**src/buf_pkg.sv**
```systemverilog
`default_nettype none

package buf_pkg;

    // write side is one 32-bit word per access
    localparam int W_DATA_W = 32;
    // read side is one byte per access
    localparam int R_DATA_W = 8;

    // byte lanes per word and the bits needed to pick one
    localparam int LANES  = W_DATA_W / R_DATA_W;
    localparam int LANE_W = $clog2(LANES);

    // 16 words, 64 bytes
    localparam int W_ADDR_W  = 4;
    localparam int R_ADDR_W  = W_ADDR_W + LANE_W;
    localparam int MEM_DEPTH = 2 ** W_ADDR_W;

    // scanner peers sharing the narrow read port
    localparam int N_SCAN = 2;
    localparam int SCAN_W = (N_SCAN > 1) ? $clog2(N_SCAN) : 1;

    // scan length, 1 to 64 bytes
    localparam int LEN_W = R_ADDR_W + 1;

    // one wide write from the host
    typedef struct packed {
        logic                en;
        logic [W_ADDR_W-1:0] addr;
        logic [W_DATA_W-1:0] data;
    } wr_req_t;

    // one scan command, start is a byte address
    typedef struct packed {
        logic [R_ADDR_W-1:0] start;
        logic [LEN_W-1:0]    len;
    } scan_cmd_t;

    // one byte of a scan, last marks the final byte
    typedef struct packed {
        logic [R_DATA_W-1:0] data;
        logic                last;
    } byte_beat_t;

    // scanner FSM
    typedef enum logic [1:0] {
        SCAN_IDLE,
        SCAN_RUN,
        SCAN_DRAIN
    } scan_state_e;

endpackage

`default_nettype wire

```
**src/lane_mem_2p.sv**
```systemverilog
`timescale 1ns/1ps
`default_nettype none

module lane_mem_2p
    import buf_pkg::*;
(
    input  logic                clk_i,

    // write port, one enable per byte lane
    input  logic [LANES-1:0]    w_en_i,
    input  logic [W_ADDR_W-1:0] w_addr_i,
    input  logic [W_DATA_W-1:0] w_data_i,

    // read port, one enable per byte lane
    input  logic [LANES-1:0]    r_en_i,
    input  logic [W_ADDR_W-1:0] r_addr_i,
    output logic [W_DATA_W-1:0] r_data_o
);

    // one independent byte array per lane
    for (genvar l = 0; l < LANES; l++) begin : g_lane
        logic [R_DATA_W-1:0] mem [MEM_DEPTH];
        logic [R_DATA_W-1:0] rd_q;

        always_ff @(posedge clk_i) begin
            if (w_en_i[l]) begin
                mem[w_addr_i] <= w_data_i[l*R_DATA_W +: R_DATA_W];
            end
        end

        // registered read, holds its value while the lane is idle
        // a read of a word written on the same edge returns the old byte
        always_ff @(posedge clk_i) begin
            if (r_en_i[l]) begin
                rd_q <= mem[r_addr_i];
            end
        end

        assign r_data_o[l*R_DATA_W +: R_DATA_W] = rd_q;
    end

endmodule

`default_nettype wire

```
**config.mk**
```make
export PLATFORM = sky130hd
export DESIGN_NAME = lane_mem_2p
export DESIGN_NICKNAME = d
export VERILOG_FILES = /design/src/buf_pkg.sv /design/src/lane_mem_2p.sv
export SDC_FILE = /design/constraint.sdc
export NUM_CORES = 1
export LEC_CHECK = 0
export ABC_AREA = 1
export BUFFER_PORTS_ARGS = -buffer_cell sky130_fd_sc_hd__buf_2
export CAP_MARGIN = 20
export CORE_MARGIN = 5
export CORE_UTILIZATION = 62
export CTS_CLUSTER_SIZE = 8
export DETAILED_ROUTE_END_ITERATION = 6
export GPL_TIMING_DRIVEN = 0
export HOLD_SLACK_MARGIN = 0.02
export MAX_ROUTING_LAYER = met4
export PLACE_DENSITY = 0.8
export RECOVER_POWER = 100
export SLEW_MARGIN = 10
export SYNTH_ARGS = -nofsm -noshare
export SYNTH_HDL_FRONTEND = slang
export SYNTH_SLANG_ARGS = --single-unit
```
**constraint.sdc**
```tcl
create_clock -name clk_i -period 1.6 [get_ports clk_i]
set_input_delay 0.16 -clock clk_i [delete_from_list [all_inputs] [get_ports clk_i]]
set_output_delay 0.16 -clock clk_i [all_outputs]
set_load 0.005 [all_outputs]
```
Yosys cells after proc, flatten, opt, wreduce, memory -nomap -nowiden
Memory sizes are Yosys's and may differ from the RTL's. A register that Yosys moved wholly into a read port is not among the register bits.
Cells that the tools add are included.
Word-level totals
  input port bits: 49
  memories kept: 4
  bits in latches: 0
  register bits after elaboration: 0
  memory bits (read-only): 0
  memory bits (writable): 512
Cells by class
  reduce and logical (&&, ||, !) cells: 0
  shift-type cells: 0
  eq/ne operators: 0
  $add $sub $neg: 0
  bitwise operators: 0
  divide/modulo/power cells: 0
  multipliers: 0
  mux-type cells: 8
  order comparisons: 0
Memories
  g_lane[0].mem: words 16, width 8, read ports 1, clocked after memory_dff 1, wr ports 1, line lane_mem_2p.sv:22  | logic [R_DATA_W-1:0] mem [MEM_DEPTH];
  g_lane[1].mem: words 16, width 8, read ports 1, clocked after memory_dff 1, wr ports 1, line lane_mem_2p.sv:22
  g_lane[2].mem: words 16, width 8, read ports 1, clocked after memory_dff 1, wr ports 1, line lane_mem_2p.sv:22
  g_lane[3].mem: words 16, width 8, read ports 1, clocked after memory_dff 1, wr ports 1, line lane_mem_2p.sv:22
Operators by type and width (count)
  1-bit two-way mux: 8

Logic depth before layout (Yosys ltp)
  word-level depth: 2
  mapped depth: 10

Worst setup path before layout
Ideal clock, no wire load.
  path kind: input -> register
  start: input port w_addr_i[2]
  end: memory g_lane[0].mem[4][0] (enable)
  stages: 4
  path slack: 377 ps
  arrival: 852 ps
  path buffers: 0
  library setup time: 370 ps
  required time: 1230 ps
  cell sequence: inv_1 nor2_1 nand2_1 nor2_1
RTL lines
  start: declaration: line lane_mem_2p.sv:11  | input logic [W_ADDR_W-1:0] w_addr_i,
  end: declaration: line lane_mem_2p.sv:22
Straight into the memory's write port.

==> metrics.md <==
| Metric | Value |
|---|---|
| CTS max path bufs | 3 |
| Vias in the first global route | between 15000 and 20000 |
| Area leader, netlist | edfxtp_1 |
| Antenna diode count | 0 |
| CTS tree | done |
| Post-synth cell types | 13 |
| Overall power of the completed layout | 32.7 mW |
| Setup WS pre-CTS | -597 ps |
| Period utilization | 106% |
| Hpwl dp | about 43000 um |
| Mapped cell area | approximately 0.023 sq mm |
| Pre-Repair DR Iteration Count | 7 |
| Slew Viols, Final | 0 |
| Fin cells | around 2900 |
| Area contributors post-synth | edfxtp_1 (70%), nand2_1 (11%), nand3_1 (8.2%), inv_1 (6.4%), buf_6 (1.4%) |
| Leak | roughly 11 nW |
| CP Max Fanout | 10 |
| Root buf cell | clkbuf_16 |
| Hold Path Stages | 5 |
| Failing checks | design-rule violations, negative setup slack |
| WP data arrival | approximately 2000 ps |
| Crit Path Category | in -> reg |
| Number of setup buffers added after CTS | 0 |
| CP startpoint kind | primary input |
| Hold WS | 249 ps |
| Area grow syn2layout | 14.4% |
| GP Congestion | 0.968 |
| Fmax | approximately 0.6 GHz |
| Iter 0 DRT Violations | 2720 |
| Max-cap check violation count | 0 |
| Initial antenna violation count | 0 |
| Slew of the pin with the lowest slew margin | about 1200 ps |
| Number of synthesized register bits | 544 |
| CTS Buf Count | 77 |
| Register area share after synthesis | between 70% and 80% |
| Wire per inst | roughly 24 um |
| Via count | 17100 |
| Detailed-route DRC error count | 21 |
| Later-pin clock latency in the skew report | approximately 600 ps |
| Final WS setup | -92.7 ps |
| Drt via density | between 5 and 6 |
| Worst VDD drop | ~1100 uV |
| Outcome | finished with violations |
| Total grt overflow | 0 |
| Gr usage total | 33.7% |
| H-tree Lvls | 3 |
| YS warnings | 0 |
| Placed instance area | 0.0244 sq mm |
| Detailed Route WL | about 70000 um |
| FP Rows | 71 |
| Die W | just over 200 um |
| Setup violators final | 18 |
| Routed Antenna Nets | 0 |
| Core Region | ~0.037 sq mm |
| Synth Net Count | ~2200 |
| Unrepaired setup endpoints after global routing | true |
| Layout cells sized above 1 | 8.03% |
| Setup TNS | -599 ps |
| First-pass GRT wire length | between 90000 and 100000 um |
| CTS clk-pin slew, worst paths | 40 ps |
| Top-area cell type share of the netlist area | 70.0% |
| Fin util | between 70% and 80% |
| Io pins | slightly above 80 |
| Cell total after placement | 2784 |
| Syn Area/Cell | about 11 sq um |
| HP Class | in -> reg |
| Relative slew slack | ~22% |
| # port buffers | between 70 and 80 |
| Clock skew | approximately 12 ps |
| PD cells | between 1000 and 1500 mW/mm^2 |
| Crit. End Element | flip-flop |
| R2R cell count | 6 |
| Hold Vio Cnt, Final | 0 |
| Post-Layout Inst Area | between 0.02 and 0.03 sq mm |
| Die Area | 0.0416 sq mm |
| WP data required | slightly below 2000 ps |
| Initial core utilization | between 60% and 70% |
| Sink Count | 544 |
| Largest net degree at the start of global routing | 17 |
| Tmin final | about 1700 ps |
| Nets@finish | 2437 |
| Cells after Synth | between 2000 and 2500 |
| Die height | just over 200 um |
-- cells in the mapped netlist --
library cell    n
edfxtp_1      544
nand3_1       384
inv_2           1
nor2_1         70
buf_6          29
buf_2          48
nand2_1       690
buf_4           5
inv_1         396
inv_4           1
buf_1          12
clkbuf_1       14
buf_12          1
-- placed cells by master (no fill, tap or decap) --
cell             count
edfxtp_1           544
buf_12               1
clkbuf_1            65
inv_4                1
buf_6               29
buf_2               73
buf_1               13
nor2_1              69
nand3_1            384
inv_1              396
clkbuf_16           81
nor2_2               1
inv_2                1
buf_4                5
nand2_1            690
dlygate4sd3_1       36
clkdlybuf4s15_1      1
-- path summary, 6_finish.rpt --
path                        start                 to  slack (ps)
max                   r_addr_i[2]  g_lane[3].rd_q[0]         -90
min                   r_addr_i[2]  g_lane[1].rd_q[7]         250
max reg2reg  g_lane[1].mem[15][5]  g_lane[1].rd_q[5]         330
min reg2reg  g_lane[3].mem[14][1]  g_lane[3].rd_q[1]         740
-- critical path: stages --
cell             delay (ps)
buf_2                   130
buf_2                   320
clkdlybuf4s15_1         910
nand3_1                 230
nand3_1                 170
nand2_1                  80
-- cell type report --
type                    instances  area, sq um
plain buffers                 109          728
clock buffers                  81         2030
fillers                      2481        10700
inverters                     398         1500
multi-input cells            1144         4780
flip-flops and latches        544        16300
well taps                     511          639
repair buffers                114          684
-- per-layer routing --
layer	vias to the layer above	track usage, %	share of wire [%]
met5	-	-	0
met1	7928	40.0	33
li1	7427	-	-
met2	1447	53.1	47
met4	0	17.0	5.7
met3	334	10.0	14
-- kinds of logic (layout without fill, tap and decap cells) --
kind of cell	after synthesis	count (layout)	share of synthesized area (%)
buf+inv	507	702	9.51
flops	544	544	70.0
simple gates	1144	1144	20.5
-- power by group --
group | leakage [nW] | internal (mW) | total [mW] | switching, mW
clock | 0.998 | 8.78 | 14.3 | 5.48
sequential | 4.94 | 16.1 | 16.2 | 0.0824
combinational | 5.49 | 0.614 | 2.28 | 1.67
-- repair_timing --
item | 4_1_cts | 5_1_grt
resized for setup | 0 | 2
hold endpoints to repair | 544 | 0
setup endpoints to repair | 0 | 6
hold buffers | 36 | 0
-- sequential cells by signal, summed over array words and instances (netlist names) --
register and flops:
g_lane.mem 512, g_lane.rd_q 32
Power figures use the tool's default switching activity.
