===== config.mk =====
export PLATFORM = sky130hd
export DESIGN_NAME = byte_scanner
export DESIGN_NICKNAME = d
export VERILOG_FILES = /design/src/buf_pkg.sv /design/src/byte_scanner.sv
export SDC_FILE = /design/constraint.sdc
export NUM_CORES = 1
export LEC_CHECK = 0
export ABC_CLOCK_PERIOD_IN_PS = 1700
export CORE_MARGIN = 1
export CORE_UTILIZATION = 48
export DETAILED_ROUTE_END_ITERATION = 6
export DONT_BUFFER_PORTS = 1
export PLACE_DENSITY = 0.71
export SLEW_MARGIN = 40
export SYNTH_ARGS = -nofsm -noshare
export SYNTH_HDL_FRONTEND = slang
export SYNTH_SLANG_ARGS = --single-unit

===== constraint.sdc =====
create_clock -name clk_i -period 1.7 [get_ports clk_i]
set_clock_uncertainty 0.15 [all_clocks]
set_input_delay 0.17 -clock clk_i [delete_from_list [all_inputs] [get_ports clk_i]]
set_output_delay 0.17 -clock clk_i [all_outputs]
set_load 0.01 [all_outputs]

===== src/buf_pkg.sv =====
`default_nettype none

package buf_pkg;

    // write side is one 32-bit word per access
    localparam int W_DATA_W = 32;
    // read side is one byte per access
    localparam int R_DATA_W = 8;

    // byte lanes per word and the bits needed to pick one
    localparam int LANES  = W_DATA_W / R_DATA_W;
    localparam int LANE_W = $clog2(LANES);

    // 16 words, 64 bytes
    localparam int W_ADDR_W  = 4;
    localparam int R_ADDR_W  = W_ADDR_W + LANE_W;
    localparam int MEM_DEPTH = 2 ** W_ADDR_W;

    // scanner peers sharing the narrow read port
    localparam int N_SCAN = 2;
    localparam int SCAN_W = (N_SCAN > 1) ? $clog2(N_SCAN) : 1;

    // scan length, 1 to 64 bytes
    localparam int LEN_W = R_ADDR_W + 1;

    // one wide write from the host
    typedef struct packed {
        logic                en;
        logic [W_ADDR_W-1:0] addr;
        logic [W_DATA_W-1:0] data;
    } wr_req_t;

    // one scan command, start is a byte address
    typedef struct packed {
        logic [R_ADDR_W-1:0] start;
        logic [LEN_W-1:0]    len;
    } scan_cmd_t;

    // one byte of a scan, last marks the final byte
    typedef struct packed {
        logic [R_DATA_W-1:0] data;
        logic                last;
    } byte_beat_t;

    // scanner FSM
    typedef enum logic [1:0] {
        SCAN_IDLE,
        SCAN_RUN,
        SCAN_DRAIN
    } scan_state_e;

endpackage

`default_nettype wire


===== src/byte_scanner.sv =====
`timescale 1ns/1ps
`default_nettype none

module byte_scanner
    import buf_pkg::*;
(
    input  logic                clk_i,
    input  logic                rst_n_i,

    // command, one-cycle pulse
    input  logic                go_i,
    input  scan_cmd_t           cmd_i,

    // shared read port
    input  logic                rd_gnt_i,
    input  logic [R_DATA_W-1:0] rd_data_i,
    output logic                rd_req_o,
    output logic [R_ADDR_W-1:0] rd_addr_o,

    // byte stream
    output logic                beat_valid_o,
    output byte_beat_t          beat_o,
    output logic                busy_o
);

    scan_state_e         state_q;
    scan_state_e         state_d;
    logic [R_ADDR_W-1:0] addr_q;
    logic [LEN_W-1:0]    left_q;
    logic                take;
    logic                final_req;
    logic                pend_q;
    logic                pend_last_q;

    // a granted request, and whether it fetches the final byte
    assign take      = rd_req_o && rd_gnt_i;
    assign final_req = (left_q == LEN_W'(1));

    always_comb begin
        state_d = state_q;
        case (state_q)
            SCAN_IDLE: begin
                if (go_i) begin
                    state_d = SCAN_RUN;
                end
            end
            SCAN_RUN: begin
                if (take && final_req) begin
                    state_d = SCAN_DRAIN;
                end
            end
            // final read is in flight, its beat goes out this cycle
            SCAN_DRAIN: begin
                if (pend_q) begin
                    state_d = SCAN_IDLE;
                end
            end
            default: state_d = SCAN_IDLE;
        endcase
    end

    always_ff @(posedge clk_i or negedge rst_n_i) begin
        if (!rst_n_i) begin
            state_q     <= SCAN_IDLE;
            addr_q      <= '0;
            left_q      <= '0;
            pend_q      <= 1'b0;
            pend_last_q <= 1'b0;
        end else begin
            state_q     <= state_d;
            pend_q      <= take;
            pend_last_q <= take && final_req;
            if (state_q == SCAN_IDLE && go_i) begin
                addr_q <= cmd_i.start;
                left_q <= cmd_i.len;
            end else if (take) begin
                // byte address wraps at the top of the buffer
                addr_q <= addr_q + R_ADDR_W'(1);
                left_q <= left_q - LEN_W'(1);
            end
        end
    end

    assign rd_req_o  = (state_q == SCAN_RUN);
    assign rd_addr_o = addr_q;
    assign busy_o    = (state_q != SCAN_IDLE);

    // read data is broadcast, only the flagged cycle is ours
    assign beat_valid_o = pend_q;
    assign beat_o.data  = rd_data_i;
    assign beat_o.last  = pend_last_q;

    a_go_when_idle: assert property (
        @(posedge clk_i) disable iff (!rst_n_i)
        go_i |-> !busy_o
    ) else $error("scan command while busy");

    a_last_ends_scan: assert property (
        @(posedge clk_i) disable iff (!rst_n_i)
        (beat_valid_o && beat_o.last) |=> !busy_o
    ) else $error("scanner still busy after last beat");

endmodule

`default_nettype wire


After elaboration in Yosys (flattened, before gate mapping)
Index checks and enable logic that the tools add are counted.

Add/subtract/negate cells: 2. $mul: 0. Div/mod/pow operators: 0. $lt $le $gt $ge: 0. Eq/ne operators: 6. Shifts and indexed selects: 0. Muxes and demuxes: 8. Bitwise gates (word level): 0. Reductions and logical operators: 7.

Operators by type and width (count): 7-bit 2-to-1 mux (2); 6-bit 2-to-1 mux (2); 7-bit by 1-bit == test with 1-bit output (second input constant) (1); 7-bit by 1-bit subtractor with 7-bit output (second input constant) (1); 6-bit by 1-bit adder with 6-bit output (second input constant) (1); 2-bit 2-to-1 mux (3); 2-bit case mux with 3 select lines (1); 2-bit != test (second input constant) (2); 2-bit nonzero test (2); 1-bit logical AND (3); 3-bit AND reduction (1); 2-bit by 1-bit == test with 1-bit output (second input constant) (1); 2-bit == test (second input constant) (1); 2-bit zero test (1); 2-bit by 1-bit != test with 1-bit output (second input constant) (1).

Register bits after elaboration: 17. Bits in latches: 0. RAM bits: 0. Bits in read-only memories: 0. Bits of input ports: 25. Output and inout port bits: 18. Word-level logic and storage cells: 28. Memories: 0.

Logic depth before layout (Yosys ltp)
Depth in word-level cells: 5. Gate-level depth with buffers: 5.

Worst setup path after synthesis
Ideal clock, no wire load.

Path type: register to register. Start: register left_q[4]. End: register left_q[6]. Data arrival time: 1.366 ns. Data required time: 1.468 ns. Slack: 0.102 ns. Stages on the path, launching flop included: 4. Buffers on the path: 0. Cell sequence: dfrtp_1 or3_1 or4_1 a31oi_1.

Cells in the longest elaborated chain, start to end: 3.

RTL lines: start, declared (line byte_scanner.sv:29) `logic [LEN_W-1:0] left_q;`; start signal, assigned (line byte_scanner.sv:75) `left_q <= cmd_i.len;`; start signal, assigned (line byte_scanner.sv:79) `left_q <= left_q - LEN_W'(1);`; 7-bit by 1-bit subtractor with 7-bit output (line byte_scanner.sv:79); 7-bit 2-to-1 mux (line byte_scanner.sv:76) `end else if (take) begin`; 7-bit 2-to-1 mux (line byte_scanner.sv:73) `if (state_q == SCAN_IDLE && go_i) begin`.

Every way passes these cells. The select of a mux whose other input is x is not followed. A chain may end at the register's enable or synchronous reset.

Worst setup path after layout
Start: register left_q[3]. End: register left_q[5].

Same word-level chain as after synthesis.

==> impl_metrics.toml <==
[floorplanning]
start_util = 0.517
io_pins = 43
rows = 16
die_h_um = 48.2
die_width_um = 48.2
dieArea_mm2 = 0.00232
placeableCoreArea_mm2 = 0.00198

[clock_network]
clock_latency_ns = 0.28
root_buffer = "clkbuf_4"
htreeDepth = 1
cts.path.max_buffers = 2
clock_sinks = 17
tritoncts = "yes"
cts_made_buffers = 3
clk_pin_slew_ns = 0.10

[power_and_ir_drop]
p_per_area_mw_per_mm2 = 1420
power_mw = 1.73
power_leakage_nw = 0.511
irDropWorstVdd_uv = 667

[synthesis]
yosysUniqueCellTypes = 39
synth.most_common_cell = "dfrtp_1"
synth_flop_cell = "dfrtp_1"
synth_common_cells = "dfrtp_1, buf_4, nand2_1, nor2_1"
seq_area_frac_synth = 0.415
synth_edf_count = 0
synth_top_area_frac = 0.415
yosys_warnings = 0
syn_avg_cell_area_um2 = 9.95
ys_top_cells_by_area = "dfrtp_1, buf_4, ha_1"
netlist_instances = 103
synth_nets = 131
async_reset_ff_frac = 1.00
synth_seq_cells = 17
syn-cell-area_mm2 = 0.00102
yosysTopAreaCell = "dfrtp_1"

[final_layout]
utilization = 0.616
drive_gt1_frac = 0.192
instances_no_fill = 147
diodes = 0
final_nets = 149
area_delta_synth_final_pct = 19.2

[status]
status = "completed"

[worst_setup_path]
critical_path_required_ns = 1.76
arrival_ns = 1.74
cp.depth = 3
reg2reg_depth = 3
critPathKind = "register to register"
crit_start = "left_q[3]"
startpoint_type = "register"
critPathCaptureType = "register"
max_stage_delay_ns = 0.54
crit_chain = "or4_1, or3_1, a31oi_1"
worst-path-buf-inv = 0
path_max_fanout = 4
r2r_slack_ns = 0.02
slowest_stage = "or4_1"
crit_family = "simple AND/OR/NAND/NOR gates"
reg2reg_from = "left_q[3]"
worst_r2r_endpoint = "left_q[5]"
cp-endpoint = "left_q[5]"

[routing]
vias = 841
viasPerCell = 5.72
wl_per_cell_um = 15.3
first_iter_violations = 27
drt_wl_total_mm = 2.25
drt_first_pass_iters = 4
drcViolationCount = 0
ant_nets = 0

[sta]
setup_violations = 0
rsz0062_at_grt = "true"
max_freq_ghz = 0.596
slew_headroom = 0.746
final_hold_viol_count = 0
period_share = 0.986
setup_slack_ns = 0.0234
post-route-min-period_ns = 1.68
drv_slew = 0
worstMarginPinSlew_ns = 0.380

[placed_design]
hpwl_mm = 1.50
gp_congestion = 0.761
portBuffers = 0
pre_cts_slack_ns = 0.0589
placed_cells = 124

[run]
drv_cap = 0

[global_routing]
antenna_found_initial = 0
overflow = 0
grt_use_total = 0.202
grt_max_degree = 18
grt_pass1_wl_mm = 3.29
grt_pass1_vias = 746

[hold_path]
holdCritPathClass = "input pin to register"
==> area by class of cell <==
| cell class | count | area, µm² |
|---|---|---|
| Clock inverter | 1 | 5.00 |
| Multi-Input combinational cell | 70 | 488 |
| Clock buffer | 3 | 22.5 |
| Sequential cell | 17 | 427 |
| Tap cell | 27 | 33.8 |
| Fill cell | 160 | 761 |
| Timing Repair Buffer | 27 | 238 |
| Inverter | 2 | 7.51 |
==> layout by cell type (no fill, tap or decap), types with 2 or more instances in the layout <==
cell type / instances
dfrtp_1: 16
dlygate4sd3_1: 15
buf_4: 11
nand2_1: 9
nor2_1: 7
nand3_1: 5
o21ai_0: 5
or4_1: 4
a211oi_1: 3
or3_1: 3
o211ai_1: 3
ha_1: 3
clkbuf_4: 3
inv_1: 2
nand4b_1: 2
nor3_1: 2
a21o_1: 2
a31oi_1: 2
==> through the flow <==
stage / TNS, ns / cell area [µm²] / hold slack (ns)
global placement: 0 / 1010 / -0.275
detailed placement: 0 / 1010 / -0.275
CTS: 0 / 1190 / 0.0210
floorplan: 0 / 1020 / -0.276
global route: -0.0875 / 1220 / 0.0188
finish: 0 / 1220 / 0.0312
==> sequential cells by signal, indices dropped and copies added, names as in the netlist <==
register      cells
pend_last_q       1
rd_addr_o         6
state_q           2
left_q            7
beat_valid_o      1
==> worst min-delay path by stage <==
stage	startpoint	end	slack, ns	depth (start not counted)
global placement	rst_n_i	left_q[4]	-0.28	0
detailed placement	rst_n_i	left_q[1]	-0.28	0
global route	rd_gnt_i	left_q[4]	0.02	3
floorplan	rst_n_i	beat_valid_o	-0.28	0
CTS	rd_gnt_i	left_q[4]	0.02	3
finish	rd_gnt_i	left_q[4]	0.03	3
==> worst register-to-register path, delay by kind of cell, from the launching register on <==
kind / cells / cell delay [ns]
AOI/OAI and AO/OA: 1 / 0.16
DFF: 1 / 0.43
and+or+nand+nor: 2 / 0.86
==> timing repair <==
| action | CTS | global route |
|---|---|---|
| gates resized for setup | 0 | 2 |
| hold buffers | 15 | 1 |
| hold endpoints to repair | 32 | 17 |
| setup endpoints to repair | 0 | 4 |
| setup buffers | 0 | 3 |
==> metal layers <==
| layer | global-route usage | routed length (µm) |
|---|---|---|
| met1 | 0.275 | 966 |
| met2 | 0.317 | 1100 |
| met3 | 0.0333 | 142 |
| met4 | 0.0833 | 40 |
| met5 | 0 | 0 |
==> report_power, final <==
group	total (mW)	internal (mW)	switching [mW]	leakage [nW]
clock	0.217	0.0873	0.130	0.0177
sequential	0.820	0.578	0.242	0.202
combinational	0.693	0.370	0.322	0.292
==> cell families after synthesis <==
| logic type | count (synthesis) | synth area share |
|---|---|---|
| AO/OA/AOI/OAI | 18 | 0.120 |
| flip-flops | 17 | 0.415 |
| AND/OR/NAND/NOR | 45 | 0.280 |
| XOR/XNOR | 2 | 0.0171 |
| multiplexers | 2 | 0.0208 |
| buffers and inverters | 16 | 0.111 |
| adder cells (fa/ha/maj) | 3 | 0.0366 |
(Power assumes the default switching activity.)
