File: src/buf_pkg.sv
`default_nettype none

package buf_pkg;

    // write side is one 32-bit word per access
    localparam int W_DATA_W = 32;
    // read side is one byte per access
    localparam int R_DATA_W = 8;

    // byte lanes per word and the bits needed to pick one
    localparam int LANES  = W_DATA_W / R_DATA_W;
    localparam int LANE_W = $clog2(LANES);

    // 16 words, 64 bytes
    localparam int W_ADDR_W  = 4;
    localparam int R_ADDR_W  = W_ADDR_W + LANE_W;
    localparam int MEM_DEPTH = 2 ** W_ADDR_W;

    // scanner peers sharing the narrow read port
    localparam int N_SCAN = 2;
    localparam int SCAN_W = (N_SCAN > 1) ? $clog2(N_SCAN) : 1;

    // scan length, 1 to 64 bytes
    localparam int LEN_W = R_ADDR_W + 1;

    // one wide write from the host
    typedef struct packed {
        logic                en;
        logic [W_ADDR_W-1:0] addr;
        logic [W_DATA_W-1:0] data;
    } wr_req_t;

    // one scan command, start is a byte address
    typedef struct packed {
        logic [R_ADDR_W-1:0] start;
        logic [LEN_W-1:0]    len;
    } scan_cmd_t;

    // one byte of a scan, last marks the final byte
    typedef struct packed {
        logic [R_DATA_W-1:0] data;
        logic                last;
    } byte_beat_t;

    // scanner FSM
    typedef enum logic [1:0] {
        SCAN_IDLE,
        SCAN_RUN,
        SCAN_DRAIN
    } scan_state_e;

endpackage

`default_nettype wire

File: src/ram_2p_asym.sv
`timescale 1ns/1ps
`default_nettype none

module ram_2p_asym
    import buf_pkg::*;
(
    input  logic                clk_i,
    input  logic                rst_n_i,

    // wide write port
    input  wr_req_t             w_req_i,

    // narrow read port
    input  logic                r_en_i,
    input  logic [R_ADDR_W-1:0] r_addr_i,
    output logic [R_DATA_W-1:0] r_data_o,

    // lane memory write port
    output logic [LANES-1:0]    mem_w_en_o,
    output logic [W_ADDR_W-1:0] mem_w_addr_o,
    output logic [W_DATA_W-1:0] mem_w_data_o,

    // lane memory read port
    output logic [LANES-1:0]    mem_r_en_o,
    output logic [W_ADDR_W-1:0] mem_r_addr_o,
    input  logic [W_DATA_W-1:0] mem_r_data_i
);

    logic [LANE_W-1:0] lane;
    logic [LANE_W-1:0] lane_q;

    // a wide write always covers the full word
    assign mem_w_en_o   = {LANES{w_req_i.en}};
    assign mem_w_addr_o = w_req_i.addr;
    assign mem_w_data_o = w_req_i.data;

    // byte address splits into word address and lane index
    assign lane         = r_addr_i[LANE_W-1:0];
    assign mem_r_addr_o = r_addr_i[R_ADDR_W-1:LANE_W];

    // only the addressed lane is read
    assign mem_r_en_o   = LANES'(r_en_i) << lane;

    // lane index follows the registered memory read by one cycle
    // kept while idle so r_data_o stays on the last byte read
    always_ff @(posedge clk_i or negedge rst_n_i) begin
        if (!rst_n_i) begin
            lane_q <= '0;
        end else if (r_en_i) begin
            lane_q <= lane;
        end
    end

    // pick the byte out of the wide word
    // lane 0 is the low byte
    assign r_data_o = mem_r_data_i[lane_q*R_DATA_W +: R_DATA_W];

endmodule

`default_nettype wire

File: config.mk
export PLATFORM = sky130hd
export DESIGN_NAME = ram_2p_asym
export DESIGN_NICKNAME = d
export VERILOG_FILES = /design/src/buf_pkg.sv /design/src/ram_2p_asym.sv
export SDC_FILE = /design/constraint.sdc
export NUM_CORES = 1
export LEC_CHECK = 0
export ABC_AREA = 0
export BUFFER_PORTS_ARGS = -buffer_cell sky130_fd_sc_hd__buf_2
export CAP_MARGIN = 25
export CORE_ASPECT_RATIO = 1.25
export CORE_MARGIN = 3
export CORE_UTILIZATION = 22
export DETAILED_ROUTE_END_ITERATION = 10
export GPL_ROUTABILITY_DRIVEN = 0
export PLACE_DENSITY = 0.78
export SLEW_MARGIN = 10
export SYNTH_ARGS = -nofsm -noshare
export SYNTH_HDL_FRONTEND = slang
export SYNTH_SLANG_ARGS = --single-unit
File: constraint.sdc
create_clock -name clk_i -period 1.2 [get_ports clk_i]
set_input_delay 0.24 -clock clk_i [delete_from_list [all_inputs] [get_ports clk_i]]
set_output_delay 0.24 -clock clk_i [all_outputs]
set_load 0.005 [all_outputs]
==> Word level (Yosys, flattened, before mapping) <==
Cells that the tools add are included.
{ "word_totals": {"reg_bits": 2, "input_bits": 78, "out_inout_bits": 56, "elab_cells": 3} }
{ "op_classes": {"shifts": 2} }
{ "op_table": {"columns": ["operator", "count"], "rows": [
  ["$shiftx A32 B6 Y8", 1],
  ["$shl A1 B2 Y4", 1]
]} }

==> Logic depth before layout (Yosys ltp) <==
Gate-level depths: netlist (run 1).
{ "depth": {"ltp_word": 1, "mapped_depth": 2} }

==> Least setup slack after synthesis (run 1) <==
Ideal clock, no wire load.
{ "synth_timing": {"kind": "register to output", "from": "register lane_q[0]", "to": "output port r_data_o[0]", "t_arrival_ns": 0.976, "required_time_ns": 0.960, "setup_slack_ns": -0.016, "path_stages_with_launch": 3, "path_cell_list": "dfrtp_1 buf_6 mux4_2"} }
{ "synth_via": {"elab_chain_cells": 1} }
{ "synth_lines": {"columns": ["item", "line_no", "rtl"], "rows": [
  ["start, declared", "ram_2p_asym.sv:30", "logic [LANE_W-1:0] lane_q;"],
  ["start signal, assigned", "ram_2p_asym.sv:50", "lane_q <= lane;"],
  ["$shiftx A32 B6 Y8", "ram_2p_asym.sv:56", "assign r_data_o = mem_r_data_i[lane_q*R_DATA_W +: R_DATA_W];"],
  ["end, declared", "ram_2p_asym.sv:16", "output logic [R_DATA_W-1:0] r_data_o,"]
]} }
Every way passes these cells.

==> Worst setup path in the final report (run 1) <==
{ "layout_timing": {"from": "register lane_q[0]", "to": "output port r_data_o[7]"} }
The elaborated chain is that of the path after synthesis.

==> run metrics, run 1 <==
Final Cycle Share=137%; CTS H-tree lvls=1; register area share after synthesis=7.94%; Worst Slack Setup Final=-442 ps; max-slew violation count=0; die area=3550 sq um; Critical Path AT=1400 ps; sw frac=27.0%; YS warnings=0; Cell variety after synth=9; effective utilization at floorplan=23.3%; Synth Cell Area=631 sq um; biggest regs=lane_q (2); kind of start point of the critical path=flop; Clock power frac=29.5%; endpoints failing setup=8; DR pass1 iterations=2; DRC viols=0; XOR/XNOR Fraction of Synth Area=0%; CP Cell Sequence=buf_12 > mux4_2 > buf_6; worst skew pair latency=220 ps; fin cells=104; post-synthesis register bit count=2; chip width=53.9 um; Post-Route WL=2130 um; combinational share of power=52.6%; status=complete, but fails checks; critical path fanouts, max=7; Ports=134; Worst EP required=960 ps; clk_skew=0 ps; first-pass GRT wire length=2540 um; Avg Cell Area, Syn=10.2 sq um; DP Worst Slack=-207 ps; reg-to-reg critical path startpoint=lane_q[1]; CTS buffer count=3; reg2reg setup slack=260 ps; GRT Total Usage=10.6%; P_leak=0.335 nW; layout cell share with drive strength beyond 1=90.0%; largest net degree at the start of global routing=10; Crit Path Class=reg -> out; Max rail drop VDD=0.493 mV; Worst Hold Path EP=lane_q[0]; core box area=2710 sq um; Initial DRC Count=5; Largest Register=lane_q; post-synthesis compound-gate area fraction=0%; Filler cells=303; Row Count=21; Sink Count=2; CTS max path bufs=2; layout net count=150; RSZ-0062 raised after global routing=yes; Flop pwr share=17.9%; vias=497; Hold Startpoint=r_addr_i[0]; post-detailed-route count of antenna-violating nets=0; Switching Power=0.135 mW; initial antenna violation count=1; Min-Delay Path Depth=2; slowest stage cell on the critical path=mux4_2; Worst Tran Pin Value=376 ps; Crit path max-delay family=multiplexers; max reg flops=2; worst r2r path cells=1; TritonCTS clock tree=done; largest family of logic cells by synthesized area=buffers and inverters; CP Capture Type=output port; r2r endpoint=lane_q[1]; post-synthesis instance total=62; height of the die=65.9 um; mux share of post-synthesis cell area=32.1%; power density over the cells=773 nW/um^2; fmax=609 MHz; failing checks=negative setup slack; max-cap viol count=0; total grt overflow=0; Bufs and invs on worst path=2; Min-Delay Path Class=in -> reg; Rel. slew slack=74.9%; Adder-Cell Fraction of Synth Area=0%; port buffer count=48; Final min period=1640 ps; vias in the first global route=491; simple-gate share of the synthesized area=4.96%; detailed-placement wirelength estimate=1940 um; Vias/cell=4.78; placed cell count=100; clock transition at the registers of the reported paths=30 ps; Antenna Cells=0; final hold vios=0; internal power=0.364 mW; Avg WL per Cell=20.5 um; Area growth syn-to-layout=2.38%; CP max stage delay=520 ps; Net Count, Synth=140; CTS root buf=clkbuf_4
## cells in the mapped netlist
library cell | instances | area share (%)
buf_4 | 44 | 52
mux4_2 | 8 | 29
and3b_1 | 2 | 2.8
dfrtp_1 | 2 | 7.9
mux2_2 | 2 | 3.6
and3_1 | 1 | 0.99
buf_2 | 1 | 0.79
buf_6 | 1 | 1.8
nor3b_1 | 1 | 1.2
## worst max-delay path by stage
stage	start	end	slack, ps	cells after the start
after global routing	lane_q[0]	r_data_o[7]	-510	3
after detailed placement	lane_q[0]	r_data_o[1]	-210	3
after CTS	lane_q[0]	r_data_o[1]	-450	3
after floorplan	lane_q[0]	r_data_o[0]	-20	2
final	lane_q[0]	r_data_o[7]	-440	3
after global placement	lane_q[0]	r_data_o[2]	-180	3
## routing by layer
layer,routed length [um],track usage [%]
met1,399,5.75
met2,924,17.3
met3,723,12.2
met4,68,7.67
met5,19,0
## power by group through the flow
stage / Clock (mW) / Sequential [mW] / Combinational [mW]
floorplan: 0 / 0.0771 / 0.240
global placement: 0 / 0.0898 / 0.238
detailed placement: 0 / 0.0905 / 0.241
CTS: 0.154 / 0.0899 / 0.246
global route: 0.164 / 0.0908 / 0.287
finish: 0.147 / 0.0895 / 0.262
## logic make-up after synthesis
logic type / after synthesis
simple gates: 4
buf+inv: 46
flops: 2
mux: 10
## area by class of cell
class,count,area (sq um),share of cell area (%)
Timing Repair Buffer,51,297,45.9
Sequential cell,2,50.0,7.75
Multi-Input combinational cell,14,234,36.2
Tap cell,34,42.5,6.59
Clock buffer,3,22.5,3.49
## cell usage in the layout, fill, tap and decap left out
master,instances
and3_1,1
and3b_1,2
buf_12,1
buf_2,45
buf_4,1
buf_6,3
clkbuf_4,3
dfrtp_1,2
dlygate4sd3_1,1
mux2_2,2
mux4_2,8
nor3b_1,1
## stage by stage
| stage | total power, mW | TNS [ps] | util (%) | area [sq um] | hold WS, ps |
|---|---|---|---|---|---|
| after floorplan | 0.318 | -126 | - | 631 | -55.6 |
| after global placement | 0.328 | -1390 | 22.0 | 594 | 29.6 |
| after detailed placement | 0.332 | -1500 | 22.0 | 594 | 29.2 |
| after CTS | 0.490 | -3460 | 23.2 | 627 | 301 |
| after global routing | 0.542 | -3890 | 23.9 | 646 | 312 |
| final | 0.499 | -3340 | 23.9 | 646 | 305 |
## what timing repair did
item | CTS | global route
hold buffers | 1 | 0
setup endpoints to repair | 8 | 8
hold endpoints to repair | 2 | 0
pin swaps | 0 | 0
buffers inserted | 0 | 0
gates resized for setup | 0 | 3
Note: power is estimated with default switching activity, not from simulation.
==> inputs of run 2 (changes only) <==
--- a/config.mk
+++ b/config.mk
@@ -13,6 +13,7 @@
 export CORE_UTILIZATION = 22
 export DETAILED_ROUTE_END_ITERATION = 10
 export GPL_ROUTABILITY_DRIVEN = 0
+export MAX_ROUTING_LAYER = met4
 export PLACE_DENSITY = 0.78
 export SLEW_MARGIN = 10
 export SYNTH_ARGS = -nofsm -noshare
==> run 2 against run 1 <==
Effect of this change: the run still ends with negative setup slack left; die area did not move; utilization rose by 0.32 points; largest cell class unchanged; count of clock-buffer cells in the layout did not move; clock skew did not move; worst setup slack barely moved; sequential share of layout area fell by 0.10 points; power rose by 1.4%; sequential power barely moved; critical path depth did not move.
==> run metrics, run 2 (synthesis results as in run 1) <==
status=complete, but fails checks; failing checks=negative setup slack; setup bufs post-CTS=0 (unchanged); final hold vios=0 (unchanged); detailed-placement wirelength estimate=1940 um (unchanged); Worst Slack Setup Final=-442 ps (+0.0990 ps); Row Count=21 (unchanged); effective utilization at floorplan=23.3% (unchanged); Initial DRC Count=1 (-4); Critical Path AT=1400 ps (about the same); clk_skew=0 ps (unchanged); power density over the cells=774 nW/um^2 (about the same); die area=3550 sq um (unchanged); core box area=2710 sq um (unchanged); Largest Register=lane_q; CTS max path bufs=2 (unchanged); layout cell share with drive strength beyond 1=90.0% (unchanged); P_leak=0.338 nW (+0.63%); most common cell after layout, fill and taps aside=buf_2; Final min period=1640 ps (-0.0990 ps); Filler cells=303 (unchanged); largest net degree at the start of global routing=10 (unchanged); total grt overflow=0 (unchanged); kind of start point of the critical path=flop; initial antenna violation count=1 (unchanged); Rel. slew slack=74.8% (-0.10 points); vias=493 (-0.80%); CP Cell Sequence=buf_12 > mux4_2 > buf_6; vias in the first global route=493 (+0.41%); critical path fanouts, max=7 (unchanged); CTS root buf=clkbuf_4; worst skew pair latency=220 ps (about the same); Crit Path Class=reg -> out; Worst EP required=960 ps (about the same); max reg flops=2 (unchanged); fmax=609 MHz (about the same); chip width=53.9 um (unchanged); Ports=134 (unchanged); CTS H-tree lvls=1 (unchanged); max-slew violation count=0 (unchanged); Pwr Total=0.506 mW (+1.4%); max-cap viol count=0 (unchanged); Final Cycle Share=137% (about the same); layout net count=150 (unchanged); first-pass GRT wire length=2530 um (-0.55%); Area growth syn-to-layout=3.77%; Worst Tran Pin Value=378 ps (+1.52 ps); Bufs and invs on worst path=2 (unchanged); most frequent cells in the layout=buf_2, mux4_2, buf_6, clkbuf_4; Max rail drop VDD=0.500 mV (+1.3%); fin cells=105 (+0.96%); CP Capture Type=output port; endpoints failing setup=8 (unchanged); GRT Total Usage=10.9% (+0.27 points); Sink Count=2 (unchanged); slowest stage cell on the critical path=mux4_2; Crit path max-delay family=multiplexers; Sequential cell area=50.0 sq um (unchanged); CTS buffer count=3 (unchanged); Avg WL per Cell=20.4 um (-0.67%); CP max stage delay=520 ps (about the same); placed cell count=100 (unchanged); clock transition at the registers of the reported paths=30 ps (about the same); Min-Delay Path Class=in -> reg; RSZ-0062 raised after global routing=yes; Vias/cell=4.70 (-1.7%); Post-Route WL=2140 um (+0.28%); TritonCTS clock tree=done; post-detailed-route count of antenna-violating nets=0 (unchanged); DRC viols=0 (unchanged); Final Instance Area=654 sq um (+1.4%); area of the multi-input gates=234 sq um (unchanged); DP Area=594 sq um (unchanged); biggest regs=lane_q (2); DR pass1 iterations=2 (unchanged); port buffer count=48 (unchanged); height of the die=65.9 um (unchanged)
## run 2: cell types whose count changed in the layout (fill, tap and decap cells not counted)
cell	change
buf_2	-1
diode_2	+1
buf_6	+1
## run 2: cell type report
type / instances / area share, %
diodes: 1 / 0.382
clock buffers: 3 / 3.44
multi-input cells: 14 / 35.8
flip-flops and latches: 2 / 7.65
well taps: 34 / 6.50
repair buffers: 51 / 46.3
## run 2: metrics by stage
| step | utilization (%) | hold WS, ps | setup WS [ps] | setup TNS (ps) |
|---|---|---|---|---|
| floorplan | - | -55.6 | -15.7 | -126 |
| global placement | 22.0 | 29.6 | -182 | -1390 |
| detailed placement | 22.0 | 29.2 | -207 | -1500 |
| CTS | 23.2 | 301 | -448 | -3460 |
| global route | 24.2 | 312 | -513 | -3890 |
| finish | 24.2 | 305 | -442 | -3350 |
## run 2: per-layer routing
layer / share of wire [%] / track usage, %
met5: 0 / -
met4: 3.1 / 7.67
met3: 35 / 12.0
met2: 43 / 17.3
met1: 20 / 5.88
## run 2: power by group
group / switching [mW] / total, mW / internal [mW]
clock: 0.0369 / 0.147 / 0.110
sequential: 0.0149 / 0.0896 / 0.0747
combinational: 0.0841 / 0.270 / 0.185
total: 0.136 / 0.506 / 0.370
## run 2: worst paths after layout
check,start,endpoint,slack (ps),depth (start not counted)
max,lane_q[0],r_data_o[7],-440,3
min,r_addr_i[0],lane_q[0],300,2
max reg2reg,lane_q[1],lane_q[1],260,1
min reg2reg,lane_q[0],lane_q[0],680,2
max in group asynchronous,rst_n_i,lane_q[1],780,2
min in group asynchronous,rst_n_i,lane_q[0],330,2
## run 2: timing repair
item / 4_1_cts / 5_1_grt
setup endpoints to repair: 8 / 8
hold buffers: 1 / 0
resized for setup: 0 / 4
endpoints found under the hold margin: 2 / 0
==> inputs of run 3 (changes only) <==
--- a/config.mk
+++ b/config.mk
@@ -11,6 +11,7 @@
 export CORE_ASPECT_RATIO = 1.25
 export CORE_MARGIN = 3
 export CORE_UTILIZATION = 22
+export CTS_BUF_LIST = sky130_fd_sc_hd__clkbuf_16
 export DETAILED_ROUTE_END_ITERATION = 10
 export GPL_ROUTABILITY_DRIVEN = 0
 export MAX_ROUTING_LAYER = met4
==> run 3 against run 2 <==
Effect of this change: the flow still finishes with violations (negative setup slack); worst hold slack better by 9.4 ps; register-to-register slack about the same; global-route usage up 0.37 points; sequential share of layout area is 0.57 points lower; worst setup slack improved by 3.5 ps; fmax increased by 0.21%; non-clock buffer count unchanged.
==> run metrics, run 3 (synthesis results as in run 1) <==
Vias/cell=4.69 (-0.20%); DR pass1 iterations=2 (unchanged); CTS H-tree lvls=1 (unchanged); chip width=53.9 um (unchanged); P_leak=0.361 nW (+6.9%); status=complete, but fails checks; most frequent cells in the layout=buf_2, mux4_2, buf_6, clkbuf_16; clk_skew=0 ps (unchanged); Min-Delay Path Class=in -> reg; TritonCTS clock tree=done; failing checks=negative setup slack; most common cell after layout, fill and taps aside=buf_2; CTS max path bufs=2 (unchanged); CP Capture Type=output port; Avg WL per Cell=20.8 um (+2.1%); clock transition at the registers of the reported paths=30 ps (about the same); Total Neg Setup Slack=-3310 ps (+40.8 ps); final hold vios=0 (unchanged); Sink Count=2 (unchanged); max reg flops=2 (unchanged); Final min period=1640 ps (-3.47 ps); core box area=2710 sq um (unchanged); Critical Path AT=1400 ps (about the same); layout cell share with drive strength beyond 1=90.0% (unchanged); Row Count=21 (unchanged); fin cells=105 (unchanged); height of the die=65.9 um (unchanged); Post-Route WL=2190 um (+2.1%); first-pass GRT wire length=2630 um (+4.1%); max-cap viol count=0 (unchanged); Rel. slew slack=75.9% (+1.1 points); Worst EP required=960 ps (about the same); CTS buffer count=3 (unchanged); DRC viols=0 (unchanged); layout net count=150 (unchanged); vias=492 (-0.20%); fmax=610 MHz (+0.21%); Max rail drop VDD=1.06 mV (+110%); RSZ-0062 raised after global routing=yes; critical path fanouts, max=7 (unchanged); Largest Register=lane_q; vias in the first global route=516 (+4.7%); worst skew pair latency=220 ps (about the same); CTS root buf=clkbuf_16; GRT Total Usage=11.3% (+0.37 points); max-slew violation count=0 (unchanged); port buffer count=48 (unchanged); initial antenna violation count=1 (unchanged); Ports=134 (unchanged); Area growth syn-to-layout=12.1%; Final Cycle Share=137% (-0.29 points); post-detailed-route count of antenna-violating nets=0 (unchanged); effective utilization at floorplan=23.3% (unchanged); detailed-placement wirelength estimate=1940 um (unchanged); hold_ws=314 ps (+9.42 ps); biggest regs=lane_q (2); Worst Tran Pin Value=361 ps (-16.4 ps); placed cell count=100 (unchanged); kind of start point of the critical path=flop; Worst Slack Setup Final=-438 ps (+3.47 ps); largest net degree at the start of global routing=10 (unchanged); endpoints failing setup=8 (unchanged); die area=3550 sq um (unchanged); Initial DRC Count=2 (+1); total grt overflow=0 (unchanged); power density over the cells=1200 nW/um^2 (+56%); Crit Path Class=reg -> out
==> run 3: final timing paths <==
check                       startpoint  slack [ps]           to  depth (start not counted)
min in group asynchronous      rst_n_i         340    lane_q[0]                          2
hold reg to reg              lane_q[0]         690    lane_q[0]                          2
setup / recovery             lane_q[0]        -440  r_data_o[7]                          3
hold / removal             r_addr_i[0]         310    lane_q[0]                          2
setup reg to reg             lane_q[1]         260    lane_q[1]                          1
max in group asynchronous      rst_n_i         770    lane_q[1]                          2
==> run 3: cell type report <==
| cell class | count | area, sq um |
|---|---|---|
| fillers | 298 | 2000 |
| repair buffers | 51 | 303 |
| multi-input cells | 14 | 234 |
| clock buffers | 3 | 75.1 |
| flip-flops and latches | 2 | 50.0 |
| well taps | 34 | 42.5 |
| diodes | 1 | 2.50 |
==> run 3: report_power, final <==
group	internal, mW	switching (mW)	leakage [nW]
Combinational	0.185	0.0845	0.300
Clock	0.423	0.0687	0.0370
Sequential	0.0747	0.0145	0.0234
Total	0.683	0.168	0.361
==> run 3: layer usage <==
layer	part of all wire [%]	global-route usage (%)	up-vias
li1	-	-	190
met5	0	-	-
met4	3.5	8.63	0
met3	34	11.3	16
met1	20	6.15	217
met2	43	18.2	69
==> run 3: through the flow <==
step / area, sq um / power [mW] / util [%] / worst slack, ps
CTS: 679 / 0.835 / 25.1 / -436
global placement: 594 / 0.328 / 22.0 / -182
finish: 707 / 0.851 / 26.1 / -438
floorplan: 631 / 0.318 / - / -15.7
global route: 707 / 0.895 / 26.1 / -492
detailed placement: 594 / 0.332 / 22.0 / -207
==> run 3: worst max-delay path, stage by stage, from the launching register on <==
cell	delay, ps
dfrtp_1	380
buf_12	140
mux4_2	520
buf_6	140
==> run 3: timing repair <==
action | 4_1_cts | 5_1_grt
pin swaps | 0 | 0
hold endpoints to repair | 2 | 0
setup buffers | 0 | 0
endpoints found under the setup margin | 8 | 8
hold buffers | 1 | 0
gates resized for setup | 0 | 4
